File: config.mk
export PLATFORM = sky130hd
export DESIGN_NAME = dvbs2_ts_mapper_top
export DESIGN_NICKNAME = d
export VERILOG_FILES = /design/src/rtl/dvbs2_ts_pkg.sv /design/src/rtl/dvbs2_sym_pkg.sv /design/src/rtl/ts_packet_framer.sv /design/src/rtl/ts_byte_fifo.sv /design/src/rtl/qpsk_mapper.sv /design/src/rtl/dvbs2_ts_mapper_top.sv
export SDC_FILE = /design/constraint.sdc
export NUM_CORES = 1
export LEC_CHECK = 0
export BUFFER_PORTS_ARGS = -buffer_cell sky130_fd_sc_hd__buf_2
export CORE_UTILIZATION = 65
export DETAILED_ROUTE_END_ITERATION = 7
export GPL_TIMING_DRIVEN = 1
export PLACE_DENSITY = 0.94
export SLEW_MARGIN = 5
export SYNTH_ARGS = -nofsm -noshare
export SYNTH_HDL_FRONTEND = slang
export SYNTH_SLANG_ARGS = --single-unit
File: constraint.sdc
create_clock -name mpeg_clk -period 4.6 [get_ports mpeg_clk]
set_input_delay 0.23 -clock mpeg_clk [delete_from_list [all_inputs] [get_ports mpeg_clk]]
set_output_delay 0.23 -clock mpeg_clk [all_outputs]
set_load 0.01 [all_outputs]
File: src/rtl/dvbs2_ts_pkg.sv
`default_nettype none

package dvbs2_ts_pkg;

	// one transport-stream byte
	typedef logic [7:0] ts_data_t;

	// byte index inside a packet
	typedef logic [7:0] ts_count_t;

	// framed byte as written into the FIFO
	typedef struct packed {
		ts_data_t data;
		logic     sop;
	} ts_byte_t;

	localparam int TS_PACKET_LEN = 188;
	localparam ts_data_t TS_SYNC_BYTE = 8'h47;

	// byte FIFO sizing
	localparam int FIFO_DEPTH = 16;
	localparam int FIFO_ADDR_W = $clog2(FIFO_DEPTH);

	// address plus wrap bit
	typedef logic [FIFO_ADDR_W:0] fifo_ptr_t;

endpackage

`default_nettype wire

File: src/rtl/dvbs2_sym_pkg.sv
`default_nettype none

package dvbs2_sym_pkg;

	// one signed axis value
	typedef logic signed [15:0] sym_level_t;

	typedef struct packed {
		sym_level_t re;
		sym_level_t im;
	} qpsk_sym_t;

	// +/- 1/sqrt(2) in the output fixed-point format
	localparam sym_level_t QPSK_POS = 16'h0b50;
	localparam sym_level_t QPSK_NEG = 16'hf4b0;

	localparam int SYMS_PER_BYTE = 4;

	typedef enum logic {
		MAP_IDLE,
		MAP_EMIT
	} mapper_state_t;

endpackage

`default_nettype wire

File: src/rtl/ts_packet_framer.sv
`timescale 1ns/1ps
`default_nettype none

module ts_packet_framer (
	input  wire logic                  mpeg_clk,
	input  wire logic                  rst_n,
	input  wire logic                  mpeg_valid,
	input  wire logic                  mpeg_sync,
	input  wire dvbs2_ts_pkg::ts_data_t mpeg_data,
	output logic                       wr_en,
	output dvbs2_ts_pkg::ts_byte_t     wr_byte,
	output logic                       sync_error
);

	import dvbs2_ts_pkg::*;

	typedef enum logic {
		FR_HUNT,
		FR_LOCKED
	} framer_state_t;

	framer_state_t state;
	// index of the next expected byte in the packet
	ts_count_t     count;
	logic          is_sync;
	logic          last_byte;

	// source flag and byte value must both agree
	assign is_sync = mpeg_sync && (mpeg_data == TS_SYNC_BYTE);
	assign last_byte = (count == ts_count_t'(TS_PACKET_LEN - 1));

	always_ff @(posedge mpeg_clk) begin
		if (!rst_n) begin
			state <= FR_HUNT;
			count <= '0;
			wr_en <= 1'b0;
			sync_error <= 1'b0;
		end else begin
			wr_en <= 1'b0;
			sync_error <= 1'b0;
			if (mpeg_valid) begin
				case (state)
					FR_HUNT: begin
						// discard until a proper sync byte shows up
						if (is_sync) begin
							state <= FR_LOCKED;
							wr_en <= 1'b1;
							count <= ts_count_t'(1);
						end
					end
					FR_LOCKED: begin
						if (count == '0) begin
							if (is_sync) begin
								wr_en <= 1'b1;
								count <= ts_count_t'(1);
							end else begin
								// expected a sync here, lock is lost
								state <= FR_HUNT;
								sync_error <= 1'b1;
							end
						end else if (is_sync) begin
							// early sync cuts the current packet short
							wr_en <= 1'b1;
							count <= ts_count_t'(1);
							sync_error <= 1'b1;
						end else begin
							wr_en <= 1'b1;
							count <= last_byte ? '0 : count + 1'b1;
						end
					end
					default: begin
						state <= FR_HUNT;
					end
				endcase
			end
		end
	end

	// payload follows the input one cycle later
	// every forwarded byte that is a sync byte starts a packet
	always_ff @(posedge mpeg_clk) begin
		if (mpeg_valid) begin
			wr_byte.data <= mpeg_data;
			wr_byte.sop <= is_sync;
		end
	end

endmodule

`default_nettype wire

File: src/rtl/ts_byte_fifo.sv
`timescale 1ns/1ps
`default_nettype none

module ts_byte_fifo (
	input  wire logic                  mpeg_clk,
	input  wire logic                  rst_n,
	input  wire logic                  wr_en,
	input  wire dvbs2_ts_pkg::ts_byte_t wr_byte,
	input  wire logic                  rd_en,
	output dvbs2_ts_pkg::ts_byte_t     rd_byte,
	output logic                       empty,
	output logic                       overflow
);

	import dvbs2_ts_pkg::*;

	ts_byte_t  mem [FIFO_DEPTH];
	fifo_ptr_t wr_ptr;
	fifo_ptr_t rd_ptr;
	logic      full;
	logic      do_wr;
	logic      do_rd;

	assign empty = (wr_ptr == rd_ptr);
	// same address, opposite wrap bit
	assign full = (wr_ptr[FIFO_ADDR_W] != rd_ptr[FIFO_ADDR_W]) &&
		(wr_ptr[FIFO_ADDR_W-1:0] == rd_ptr[FIFO_ADDR_W-1:0]);

	assign do_wr = wr_en && !full;
	assign do_rd = rd_en && !empty;

	// show-ahead head entry
	assign rd_byte = mem[rd_ptr[FIFO_ADDR_W-1:0]];

	always_ff @(posedge mpeg_clk) begin
		if (do_wr) begin
			mem[wr_ptr[FIFO_ADDR_W-1:0]] <= wr_byte;
		end
	end

	always_ff @(posedge mpeg_clk) begin
		if (!rst_n) begin
			wr_ptr <= '0;
			rd_ptr <= '0;
			overflow <= 1'b0;
		end else begin
			if (do_wr) begin
				wr_ptr <= wr_ptr + fifo_ptr_t'(1);
			end
			if (do_rd) begin
				rd_ptr <= rd_ptr + fifo_ptr_t'(1);
			end
			// sticky until reset, byte is lost
			if (wr_en && full) begin
				overflow <= 1'b1;
			end
		end
	end

endmodule

`default_nettype wire

File: src/rtl/qpsk_mapper.sv
`timescale 1ns/1ps
`default_nettype none

module qpsk_mapper (
	input  wire logic                  mpeg_clk,
	input  wire logic                  rst_n,
	input  wire logic                  empty,
	input  wire dvbs2_ts_pkg::ts_byte_t rd_byte,
	output logic                       rd_en,
	output logic                       symbol_oe,
	output dvbs2_sym_pkg::qpsk_sym_t   symbol,
	output logic                       symbol_sop
);

	import dvbs2_ts_pkg::*;
	import dvbs2_sym_pkg::*;

	localparam int PAIR_W = $clog2(SYMS_PER_BYTE);

	mapper_state_t     state;
	ts_data_t          shift_reg;
	logic              sop_pend;
	logic [PAIR_W-1:0] pair_cnt;
	logic              last_pair;

	assign last_pair = (pair_cnt == PAIR_W'(SYMS_PER_BYTE - 1));

	// pop when idle or while the last symbol of a byte goes out
	assign rd_en = !empty && ((state == MAP_IDLE) || last_pair);

	// msb pair first, 0 -> positive, 1 -> negative
	assign symbol_oe = (state == MAP_EMIT);
	assign symbol.re = shift_reg[7] ? QPSK_NEG : QPSK_POS;
	assign symbol.im = shift_reg[6] ? QPSK_NEG : QPSK_POS;
	assign symbol_sop = symbol_oe && sop_pend && (pair_cnt == '0);

	always_ff @(posedge mpeg_clk) begin
		if (!rst_n) begin
			state <= MAP_IDLE;
			pair_cnt <= '0;
		end else begin
			if (rd_en) begin
				state <= MAP_EMIT;
				pair_cnt <= '0;
			end else if (state == MAP_EMIT) begin
				if (last_pair) begin
					// nothing buffered, wait for the next byte
					state <= MAP_IDLE;
					pair_cnt <= '0;
				end else begin
					pair_cnt <= pair_cnt + 1'b1;
				end
			end
		end
	end

	always_ff @(posedge mpeg_clk) begin
		if (rd_en) begin
			shift_reg <= rd_byte.data;
			sop_pend <= rd_byte.sop;
		end else if (state == MAP_EMIT) begin
			shift_reg <= {shift_reg[5:0], 2'b00};
		end
	end

endmodule

`default_nettype wire

File: src/rtl/dvbs2_ts_mapper_top.sv
`timescale 1ns/1ps
`default_nettype none

module dvbs2_ts_mapper_top (
	input  wire logic                  mpeg_clk,
	input  wire logic                  rst_n,
	input  wire logic                  mpeg_valid,
	input  wire logic                  mpeg_sync,
	input  wire dvbs2_ts_pkg::ts_data_t mpeg_data,
	output logic                       symbol_oe,
	output dvbs2_sym_pkg::qpsk_sym_t   symbol,
	output logic                       symbol_sop,
	output logic                       sync_error,
	output logic                       fifo_overflow
);

	import dvbs2_ts_pkg::*;

	// framer to FIFO
	logic     wr_en;
	ts_byte_t wr_byte;

	// FIFO to mapper
	logic     empty;
	logic     rd_en;
	ts_byte_t rd_byte;

	ts_packet_framer framer_inst (
		.mpeg_clk   (mpeg_clk),
		.rst_n      (rst_n),
		.mpeg_valid (mpeg_valid),
		.mpeg_sync  (mpeg_sync),
		.mpeg_data  (mpeg_data),
		.wr_en      (wr_en),
		.wr_byte    (wr_byte),
		.sync_error (sync_error)
	);

	ts_byte_fifo fifo_inst (
		.mpeg_clk (mpeg_clk),
		.rst_n    (rst_n),
		.wr_en    (wr_en),
		.wr_byte  (wr_byte),
		.rd_en    (rd_en),
		.rd_byte  (rd_byte),
		.empty    (empty),
		.overflow (fifo_overflow)
	);

	qpsk_mapper mapper_inst (
		.mpeg_clk   (mpeg_clk),
		.rst_n      (rst_n),
		.empty      (empty),
		.rd_byte    (rd_byte),
		.rd_en      (rd_en),
		.symbol_oe  (symbol_oe),
		.symbol     (symbol),
		.symbol_sop (symbol_sop)
	);

endmodule

`default_nettype wire

; ---- Yosys cells after proc, flatten, opt, wreduce, memory -nomap -nowiden
; Memories as Yosys holds them, arrays and structs flattened. A register that Yosys moved wholly into a read port is not among the register bits.
; Cells that the tools add are included.
[classes]
addsub = 4
eq_ne = 6
n_mux = 22
bitwise = 3
reduce_logical = 17
[op_table]
columns = cell, count
row1 = 8-bit 2-to-1 mux, 6
row2 = 16-bit 2-to-1 mux, 2
row3 = 8-bit case mux with 2 select lines, 1
row4 = "5-bit by 1-bit adder with 5-bit output, second input constant", 2
row5 = 1-bit 2-to-1 mux, 9
row6 = "8-bit by 1-bit adder with 8-bit output, second input constant", 1
row7 = "8-bit by 7-bit equality test with 1-bit output, second input constant", 1
row8 = "8-bit equality test, second input constant", 1
row9 = 1-bit logical AND, 8
row10 = 8-bit zero test, 1
row11 = 4-bit 2-to-1 mux, 2
row12 = 5-bit equality test, 1
row13 = 4-bit equality test, 1
row14 = 1-bit inverter, 3
row15 = 3-bit AND reduction, 1
row16 = "2-bit by 1-bit adder with 2-bit output, second input constant", 1
row17 = "2-bit equality test, second input constant", 1
row18 = 1-bit zero test, 2
row19 = 2-bit zero test, 1
row20 = 2-bit 2-to-1 mux, 1
row21 = 1-bit case mux with 2 select lines, 1
row22 = 2-bit AND reduction, 1
row23 = 2-bit nonzero test, 1
row24 = 2-bit OR reduction, 1
row25 = other kinds (2), 2
[word_totals]
regBits = 43
mem_bits_rw = 144
in_bits = 12
output_inout_bits = 36
memories = 1
[mem_list]
columns = memory, depth, word_bits, rd, rd_ports_with_merged_regs, wr, line_no
row1 = fifo_inst.mem, 16, 9, 1, 1, 1, ts_byte_fifo.sv:17  ; ts_byte_t mem [FIFO_DEPTH];

; ---- Logic depth before layout (Yosys ltp)
; Gate-level depths: netlist (run 1).
[logic_depth]
depth_word = 6
mapped_depth = 7
mapped_depth_nobuf = 6

; ---- Cells and area by module
; A second synthesis (run 1) with hierarchy kept.
[hier_totals]
hier_cells = 471
hier_area_um2 = 8222.9
[by_module_without_submodules]
columns = mod, instances, cells_per_inst, area_each_um2, seq_area_each_um2
row1 = ts_byte_fifo, 1, 307, 6453.7, 4624.4
row2 = ts_packet_framer, 1, 93, 967.2, 490.5
row3 = qpsk_mapper, 1, 71, 802.0, 330.3

; ---- Worst setup path before layout (run 1)
; No wires, ideal clock.
[synth_path]
kind = register -> register
startpoint = reg fifo_inst.wr_ptr[2]
endpoint = mem fifo_inst.mem[3][0] (netlist name) (enable)
arrival_time_ps = 1897
t_required_ps = 4213
path_slack_ps = 2317
path_stages_with_launch = 7
n_path_buf = 1
path_cell_list = dfxtp_1 > buf_2 > xor2_1 > nor4_4 > a21boi_2 > nand2_1 > nor3_1
[synth_between]
elab_chain_cells = 6
[synth_lines]
columns = element, line_no
row1 = from (decl), ts_byte_fifo.sv:18  ; fifo_ptr_t wr_ptr;
row2 = from (signal assigned), ts_byte_fifo.sv:48  ; wr_ptr <= wr_ptr + fifo_ptr_t'(1);
row3 = 4-bit equality test, ts_byte_fifo.sv:27  ; (wr_ptr[FIFO_ADDR_W-1:0] == rd_ptr[FIFO_ADDR_W-1:0]);
row4 = 1-bit logical AND, ts_byte_fifo.sv:26  ; assign full = (wr_ptr[FIFO_ADDR_W] != rd_ptr[FIFO_ADDR_W]) &&
row5 = 1-bit zero test, ts_byte_fifo.sv:29  ; assign do_wr = wr_en && !full;
row6 = 1-bit logical AND, ts_byte_fifo.sv:29
row7 = 1-bit 2-to-1 mux, ts_byte_fifo.sv:36  ; if (do_wr) begin
row8 = 1-bit 2-to-1 mux (implied by the code), ts_byte_fifo.sv:37  ; mem[wr_ptr[FIFO_ADDR_W-1:0]] <= wr_byte;
row9 = to (decl), ts_byte_fifo.sv:17
; Several ways; a longest one is shown, not always the timed one.

; ---- Worst setup path after layout (run 1)
[layout_path]
startpoint = reg fifo_inst.wr_ptr[2]
endpoint = mem fifo_inst.mem[0][7] (netlist name) (enable)
; The elaborated chain is that of the path after synthesis.

==> metrics.md, run 1 <==
| Metric | Value |
|---|---|
| Final Skew | 0.008706 ns |
| Clock root buffer | clkbuf_16 |
| DRT antenna net count | 0 |
| DP HPWL | 9.578 mm |
| Post-CTS Resized | 0 |
| Post-synth EDFFs | 162 |
| TritonRoute pass-1 iters | 5 |
| Hold_buf cts | 7 |
| Synthesized instance count | 501 |
| Met1 Track Usage GR | 35.30% |
| Vias in the first global route | 4398 |
| Xor and xnor area share after synthesis | 1.213% |
| CP arrival | 2.57 ns |
| Post-synthesis adder-cell area fraction | 1.575% |
| Total area of sequential cells | 0.005446 mm^2 |
| CTS tree | built |
| Most Crowded Layer GR | met2 |
| Leak Pwr | 0.002974 uW |
| Relative slew slack | 22.01% |
| Post-synthesis sequential area ratio | 68.54% |
| Grt met3 use | 5.670% |
| Net count, final | 547 |
| Placer Congestion | 0.8208 |
| CP startpoint | fifo_inst.wr_ptr[2]$_SDFFE_PN0P_ |
| H-tree levels | 4 |
| CP Class | flip-flop to flip-flop |
| Critical path's largest stage delay | 0.67 ns |
| Final count of hold timing violations | 0 |
| Vias post-DR | 4518 |
| Hold/Removal Path Class | input port to flip-flop |
| Placed cell count | 646 |
| Max-Cap Viols | 0 |
| Fin crit share | 54.68% |
| Fmax achieved | 397.6 MHz |
| Post-DP Area | 0.008031 mm^2 |
| Drt drc | 0 |
| Stages on the worst setup path | 4 |
| Power per cell area | 410.8 mW/mm^2 |
| Final TNS setup | 0 ns |
| Clock sink count | 191 |
| Ports | 48 |
| Max VDD drop | 0.3901 mV |
| Main combinational cell family by area after synthesis | multiplexers |
| Worst Path Required | 4.65 ns |
| Grt ovf | 0 |
| N_diodes | 0 |
| End of the worst register-to-register path | fifo_inst.mem[0][7]$_DFFE_PP_ |
| Crit. End Element | flip-flop |
| Layout cells sized above 1 | 20.26% |
| Slowest-stage cell, CP | and3_1 |
| Simple-gate share of the synthesized area | 7.906% |
| Worst-Margin Slew | 1.170 ns |
| Design Area, Final | 0.008672 mm^2 |
| Avg Vias per Cell | 6.596 |
| Final Max Tran Viols | 0 |
| Die Y | 112.6 um |
| Clock Tree Buf Depth | 2 |
| Unrepaired setup endpoints after global routing | false |
| Compound-gate portion of the synthesized area | 4.157% |
| End point of the critical path | fifo_inst.mem[0][7]$_DFFE_PP_ |
| Synth warnings | 0 |
| Count of state elements after synthesis | 191 |
| Global Route Usage Sum | 26.91% |
| Buf+Inv Stages, Crit Path | 0 |
| Min Hold Slack | 0.05419 ns |
| Fin cells | 685 |
| R2r startpoint | fifo_inst.wr_ptr[2]$_SDFFE_PN0P_ |
| Mux cell area share after synthesis | 11.72% |
| Multi-input logic area | 0.002148 mm^2 |
| Global-route wire length before repair | 24.64 mm |
| Routed WL | 15.74 mm |
| Fin crit period | 2.515 ns |
| CTS Buf Count | 17 |
| Most frequent cells in the layout | edfxtp_1 (162), nand2_1 (41), buf_2 (37) |
| Reg-to-reg slack, setup | 2.08 ns |
| CP delay by family, top | simple AND/OR/NAND/NOR gates |
| Final setup fails | 0 |
| Post-Syn Area per Cell | 15.86 um^2 |
| Pin count of the biggest net entering global routing | 38 |
| Post-CTS Setup Bufs | 0 |
| Yosys cell types | 47 |
| Drt initial violations | 453 |
| Filler instances | 658 |
| Number of flip-flops in the largest register | 144 |
| Clock Latency Late Sink | 0.42 ns |
| Crit-path max FO | 18 |
| Initial Util | 66.42% |
| Core area | 0.01196 mm^2 |
| Row cnt | 40 |
| Synth-to-Final Area Change | 9.150% |
| Commonest non-fill, non-tap cell in the layout | edfxtp_1 |
| Main synth FF type | edfxtp_1 |
| Post-DR wirelength/cell | 22.98 um |
| CP Cell Sequence | xor2_1, nor4_4, a21boi_2, and3_1 |
| Grt met2 use | 44.12% |
| Antenna violations before repair | 0 |
| Async S/R FF share, synth | 0% |
| Die width | 112.6 um |
| Die Area | 0.01267 mm^2 |
| Overall Power | 3563 uW |
| Run status | finished, final reports clean |
| Port Buffers | 37 |
| Worst reg-to-reg path cell count | 4 |
| Mapped Area | 0.007945 mm^2 |
| Clk slew on worst S/H paths | 0.06 ns |
| Crit start category | flip-flop |
==> layout make-up <==
| cell class | instances | area share [%] |
|---|---|---|
| Timing Repair Buffer | 47 | 3.203 |
| Clock buffer | 24 | 5.555 |
| Multi-Input combinational cell | 256 | 24.77 |
| Sequential cell | 191 | 62.80 |
| Clock inverter | 8 | 1.024 |
| Tap cell | 147 | 2.121 |
| Inverter | 12 | 0.5194 |
==> cell families (layout without fill, tap and decap cells) <==
| logic type | after synthesis | in the layout |
|---|---|---|
| flip-flops | 191 | 191 |
| multiplexers | 54 | 54 |
| buffers and inverters | 62 | 91 |
| XOR/XNOR | 11 | 11 |
| other | 2 | 10 |
| adder cells (fa/ha/maj) | 10 | 10 |
| AND/OR/NAND/NOR | 119 | 119 |
| AO/OA/AOI/OAI | 52 | 52 |
==> worst reg2reg max path, stage by stage (launching register included) <==
cell and delay [ns]:
dfxtp_1 0.50, xor2_1 0.28, nor4_4 0.11, a21boi_2 0.59, and3_1 0.67
==> power by group <==
part           switching (uW)  total [uW]  internal (uW)
Sequential               42.3        1960           1920
Combinational             114         187           73.0
Clock                     580        1420            838
==> Yosys cell counts (all sizes together) (4+ instances only) <==
library cell	n	area [um^2]
dfxtp	29	580.6
and3	17	106.4
nor4	4	55.05
a31oi	8	50.05
o21ai	10	50.05
a21oi	21	105.1
inv	12	45.04
buf	43	310.3
edfxtp	162	4865
nand3	4	20.02
clkbuf	7	26.28
mux2i	21	210.2
a221oi	4	35.03
nor3	6	35.03
xor2	5	43.79
ha	10	125.1
nand2b	4	25.02
mux4	31	698.2
nand2	41	153.9
xnor2	6	52.55
nor2b	4	25.02
nand4	5	31.28
nor2	23	86.33
==> worst min-delay path by stage <==
stage | depth (start not counted) | startpoint | end | slack, ns
floorplan | 0 | mpeg_data[0] | framer_inst.wr_byte[1]$_DFFE_PP_ | 0.33
global placement | 1 | mpeg_data[2] | framer_inst.wr_byte[3]$_DFFE_PP_ | 0.42
detailed placement | 1 | mpeg_data[0] | framer_inst.wr_byte[1]$_DFFE_PP_ | 0.42
CTS | 1 | mpeg_data[3] | framer_inst.wr_byte[4]$_DFFE_PP_ | 0.03
global route | 1 | mpeg_data[3] | framer_inst.wr_byte[4]$_DFFE_PP_ | 0.04
finish | 1 | mpeg_data[3] | framer_inst.wr_byte[4]$_DFFE_PP_ | 0.05
==> per-stage QoR <==
| step | util [%] | worst slack (ns) |
|---|---|---|
| final | 72.50 | 2.085 |
| after global routing | 72.50 | 1.941 |
| after CTS | 72.50 | 2.126 |
| after detailed placement | 67.14 | 2.212 |
| after global placement | 67.14 | 2.315 |
| after floorplan | - | 2.317 |
==> metal layers <==
| layer | wire length [um] | vias to the layer above | part of all wire [%] |
|---|---|---|---|
| met5 | 0 | - | 0 |
| met4 | 467 | 0 | 3.0 |
| met3 | 1283 | 46 | 8.1 |
| met2 | 7971 | 300 | 51 |
| met1 | 6021 | 2247 | 38 |
| li1 | - | 1925 | - |
Note: power is estimated with default switching activity, not from simulation.
==> run 2: changes to the inputs <==
Settings changed: CORE_UTILIZATION 65 to 54, PLACE_DENSITY 0.94 to 0.85.
Clock period 4.6 ns to 2.29 ns, I/O delays scaled along.
==> metrics.md, run 2 (synthesis gave the netlist of run 1 again) <==
| Metric | Value |
|---|---|
| Unrepaired setup endpoints after global routing | false |
| Buf+Inv Stages, Crit Path | 2 |
| Net count, final | 581 |
| DRT antenna net count | 0 |
| Worst reg-to-reg path cell count | 6 |
| R2r startpoint | fifo_inst.wr_ptr[1]$_SDFFE_PN0P_ |
| Max VDD drop | 0.5537 mV |
| Number of flip-flops in the largest register | 144 |
| Leak Pwr | 0.003162 uW |
| Avg Vias per Cell | 6.207 |
| Slowest-stage cell, CP | dfxtp_1 |
| Final Skew | 0.007867 ns |
| Synth-to-Final Area Change | 13.45% |
| TritonRoute pass-1 iters | 5 |
| DP HPWL | 10.60 mm |
| Vias in the first global route | 4552 |
| Die Area | 0.01520 mm^2 |
| Initial Util | 56.36% |
| Overall Power | 7247 uW |
| Die Y | 123.3 um |
| Clk slew on worst S/H paths | 0.06 ns |
| Routed WL | 16.52 mm |
| Fmax achieved | 501.3 MHz |
| Global Route Usage Sum | 23.91% |
| Commonest non-fill, non-tap cell in the layout | edfxtp_1 |
| Run status | finished, final reports clean |
| Hold/Removal Path Class | input port to flip-flop |
| Fin crit period | 1.995 ns |
| CP startpoint | fifo_inst.wr_ptr[1]$_SDFFE_PN0P_ |
| Stages on the worst setup path | 6 |
| Drt initial violations | 548 |
| Critical path's largest stage delay | 0.45 ns |
| Vias post-DR | 4668 |
| Global-route wire length before repair | 25.52 mm |
| Relative slew slack | 51.46% |
| Crit-path max FO | 6 |
| CP delay by family, top | flip-flops |
| Most frequent cells in the layout | edfxtp_1 (162), nand2_1 (41), buf_2 (37) |
| End of the worst register-to-register path | fifo_inst.mem[10][2]$_DFFE_PP_ |
| CTS Buf Count | 17 |
| Final TNS setup | 0 ns |
| Die width | 123.3 um |
| Placer Congestion | 0.8838 |
| Drt drc | 0 |
| WHS Path Cells | 2 |
| Clock Latency Late Sink | 0.42 ns |
| Worst-Margin Slew | 0.7281 ns |
| Crit. End Element | flip-flop |
| Min-delay src | rst_n |
| Worst Path Required | 2.43 ns |
| Fin crit share | 87.11% |
| Port Buffers | 37 |
| CP Cell Sequence | xor2_1, nor4_4, a21boi_2, buf_4, and3_1, buf_4 |
| Final count of hold timing violations | 0 |
| Power per cell area | 804.0 mW/mm^2 |
| Antenna violations before repair | 0 |
| Post-DR wirelength/cell | 21.97 um |
| CP Class | flip-flop to flip-flop |
| Ports | 48 |
| Final setup fails | 0 |
| Final Max Tran Viols | 0 |
| Grt ovf | 0 |
| Clock Tree Buf Depth | 2 |
| H-tree levels | 4 |
| Max-Cap Viols | 0 |
| Layout cells sized above 1 | 24.48% |
| Post-CTS Setup Bufs | 0 |
| End point of the critical path | fifo_inst.mem[10][2]$_DFFE_PP_ |
| CP arrival | 2.13 ns |
| Row cnt | 43 |
| Clock sink count | 191 |
| Core area | 0.01410 mm^2 |
| Reg-to-reg slack, setup | 0.30 ns |
| Crit start category | flip-flop |
| CTS tree | built |
| Pin count of the biggest net entering global routing | 31 |
| Min Hold Slack | 0.04716 ns |
| Clock root buffer | clkbuf_16 |
| N_diodes | 0 |
| Crit-path most repeated cell | buf_4 |
[run 2: power by group]
group          internal [uW]  switching (uW)
Combinational            160             235
Clock                   1770            1130
Sequential              3850            92.9
[run 2: timing repair]
item	CTS	global route
resized for setup	0	0
hold buffers	8	0
endpoints found under the hold margin	8	0
[run 2: final cells by class]
type / instances / area (um^2)
clock buffer: 26 / 479.2
clock inverter: 6 / 108.9
fill: 943 / 5082
inverter: 12 / 45.04
multi-input combinational: 256 / 2148
sequential: 191 / 5446
tap: 180 / 225.2
timing repair buffer: 81 / 560.5
[run 2: how the worst min path moves through the flow]
stage,to
finish,mapper_inst.pair_cnt[0]$_SDFFE_PP0P_
global route,mapper_inst.pair_cnt[0]$_SDFFE_PP0P_
floorplan,framer_inst.wr_byte[1]$_DFFE_PP_
global placement,framer_inst.wr_byte[3]$_DFFE_PP_
detailed placement,framer_inst.wr_byte[1]$_DFFE_PP_
CTS,mapper_inst.pair_cnt[0]$_SDFFE_PP0P_
[run 2: metrics by stage]
stage | std cells | worst slack [ns] | cell area [um^2] | utilization, %
after detailed placement | 712 | 0.3137 | 8346 | 59.20
after global routing | 752 | 0.1664 | 9014 | 63.94
after global placement | 712 | 0.3744 | 8346 | 59.20
final | 752 | 0.2951 | 9014 | 63.94
after CTS | 752 | 0.2918 | 9014 | 63.94
after floorplan | 509 | 0.006768 | 7975 | -
[run 2: per-layer routing]
metal | GRT usage [%] | vias to the layer above | part of all wire (%)
li1 | - | 1989 | -
met1 | 30.37 | 2325 | 38
met2 | 38.97 | 301 | 50
met3 | 5.074 | 53 | 8.3
met4 | 12.35 | 0 | 3.9
met5 | 0 | - | 0
==> run 3: changes to the inputs <==
Settings changed: MAX_ROUTING_LAYER set to met4.
==> metrics.md, run 3 (synthesis gave the netlist of run 1 again) <==
| Metric | Value |
|---|---|
| Critical path's largest stage delay | 0.48 ns |
| WHS Path Cells | 2 |
| Comb pwr share | 5.4% |
| CTS tree | built |
| Synth-to-Final Area Change | 12.83% |
| Fmax achieved | 505.1 MHz |
| Clock Tree Buf Depth | 2 |
| H-tree levels | 4 |
| Worst reg-to-reg path cell count | 6 |
| Hold Path End | mapper_inst.pair_cnt[0]$_SDFFE_PP0P_ |
| Initial Util | 56.36% |
| Clock Power Share | 39.3% |
| P_int | 5582 uW |
| Power per cell area | 793.6 mW/mm^2 |
| Leak Pwr | 0.003123 uW |
| CP arrival | 2.12 ns |
| Pin count of the biggest net entering global routing | 31 |
| Net count, final | 578 |
| Clk slew on worst S/H paths | 0.06 ns |
| Row cnt | 43 |
| Fin crit share | 86.46% |
| End of the worst register-to-register path | fifo_inst.mem[12][0]$_DFFE_PP_ |
| Max-Cap Viols | 0 |
| CP Class | flip-flop to flip-flop |
| Slowest-stage cell, CP | dfxtp_1 |
| Fin crit period | 1.980 ns |
| Worst Path Required | 2.43 ns |
| Global Route Usage Sum | 24.82% |
| Final TNS setup | 0 ns |
| Avg Vias per Cell | 6.049 |
| Crit start category | flip-flop |
| Drt drc | 0 |
| Global-route wire length before repair | 25.44 mm |
| Grt ovf | 0 |
| Post-DR wirelength/cell | 21.84 um |
| Final setup fails | 0 |
| Final count of hold timing violations | 0 |
| TritonRoute pass-1 iters | 5 |
| Crit-path max FO | 13 |
| Crit. End Element | flip-flop |
| Die width | 123.3 um |
| Hold/Removal Path Class | input port to flip-flop |
| Die Y | 123.3 um |
| Filler instances | 950 |
| Vias post-DR | 4531 |
| Relative slew slack | 50.18% |
| Fraction of power spent switching nets | 21.53% |
| Buf+Inv Stages, Crit Path | 2 |
| Final Skew | 0.007728 ns |
| DRT antenna net count | 0 |
| Antenna violations before repair | 0 |
| Ports | 48 |
| Worst-Margin Slew | 0.7472 ns |
| Clock root buffer | clkbuf_16 |
| Layout cells sized above 1 | 24.96% |
| Routed WL | 16.36 mm |
| Placer Congestion | 0.8666 |
| Unrepaired setup endpoints after global routing | false |
| Core area | 0.01410 mm^2 |
| Die Area | 0.01520 mm^2 |
| N_diodes | 0 |
| Switching Power | 1532 uW |
| Clock sink count | 191 |
| Drt initial violations | 559 |
| Core Util, Final | 63.60% |
| Max VDD drop | 0.7282 mV |
| Min Hold Slack | 0.04307 ns |
| Reg-to-reg slack, setup | 0.31 ns |
| Min-delay src | rst_n |
| Port Buffers | 37 |
| Most frequent cells in the layout | edfxtp_1 (162), nand2_1 (41), buf_2 (37) |
| CP Cell Sequence | xor2_1, nor4_4, a21boi_2, buf_4, and3_1, buf_4 |
| Number of flip-flops in the largest register | 144 |
| Final Max Tran Viols | 0 |
| Vias in the first global route | 4559 |
| Commonest non-fill, non-tap cell in the layout | edfxtp_1 |
| Seq pwr share | 55.4% |
| Placed cell count | 709 |
| R2r startpoint | fifo_inst.wr_ptr[2]$_SDFFE_PN0P_ |
| Overall Power | 7114 uW |
| CTS Buf Count | 17 |
| DP HPWL | 10.72 mm |
| Clock Latency Late Sink | 0.44 ns |
| Crit-path most repeated cell | buf_4 |
| Run status | finished, final reports clean |
| Fin cells | 749 |
| CP delay by family, top | flip-flops |
-- run 3: cell count changes in the layout (fill, tap and decap cells not counted) --
cell,change
bufinv_16,-2
clkinv_2,+2
buf_4,-3
clkbuf_1,-5
clkinv_4,-1
clkbuf_8,+1
clkinvlp_4,+5
-- run 3: worst max-delay path by stage --
stage | to | slack [ns] | start | cells after the start
detailed placement | fifo_inst.mem[13][2]$_DFFE_PP_ | 0.35 | fifo_inst.wr_ptr[3]$_SDFFE_PN0P_ | 6
global placement | mapper_inst.shift_reg[3]$_DFFE_PP_ | 0.40 | flip-flop | 5
floorplan | fifo_inst.mem[3][0]$_DFFE_PP_ | 0.007 | fifo_inst.wr_ptr[2]$_SDFFE_PN0P_ | 6
global route | fifo_inst.mem[0][2]$_DFFE_PP_ | 0.18 | fifo_inst.wr_ptr[2]$_SDFFE_PN0P_ | 6
finish | fifo_inst.mem[12][0]$_DFFE_PP_ | 0.31 | fifo_inst.wr_ptr[2]$_SDFFE_PN0P_ | 6
CTS | fifo_inst.mem[12][0]$_DFFE_PP_ | 0.32 | fifo_inst.wr_ptr[3]$_SDFFE_PN0P_ | 6
-- run 3: power groups by stage --
stage          clock network, uW  registers (uW)  logic [uW]
3_5_place_dp                   0            4020         369
4_1_cts                     2820            3940         382
2_1_floorplan                  0            3970         313
5_1_grt                     2950            3950         424
3_3_place_gp                   0            4010         358
6_report                    2790            3940         381
-- run 3: final cells by class --
class                   instances  area (um^2)  area share, %
flip-flops and latches        191         5446          60.75
clock inverters                10        87.58         0.9770
clock buffers                  22        474.2          5.290
inverters                      12        45.04         0.5024
well taps                     180        225.2          2.512
repair buffers                 78        538.0          6.001
multi-input cells             256         2148          23.96
-- run 3: per-stage QoR --
stage | area, um^2 | worst slack [ns]
floorplan | 7975 | 0.006768
global placement | 8323 | 0.4038
detailed placement | 8323 | 0.3468
CTS | 8965 | 0.3231
global route | 8965 | 0.1797
finish | 8965 | 0.3102
-- run 3: what timing repair did --
| action | 4_1_cts | 5_1_grt |
|---|---|---|
| setup endpoints to repair | 0 | 0 |
| hold buffers | 8 | 0 |
| gates resized for setup | 0 | 0 |
| endpoints found under the hold margin | 8 | 0 |
| buffers inserted | 0 | 0 |
-- run 3: routing by layer --
metal / global-route usage [%] / wire length [um] / share of wire [%] / vias to the layer above
met4: 10.99 / 549 / 3.4 / 0
met2: 40.40 / 8497 / 52 / 276
li1: - / - / - / 1981
met1: 29.53 / 6205 / 38 / 2233
met5: - / 0 / 0 / -
met3: 5.996 / 1102 / 6.7 / 41
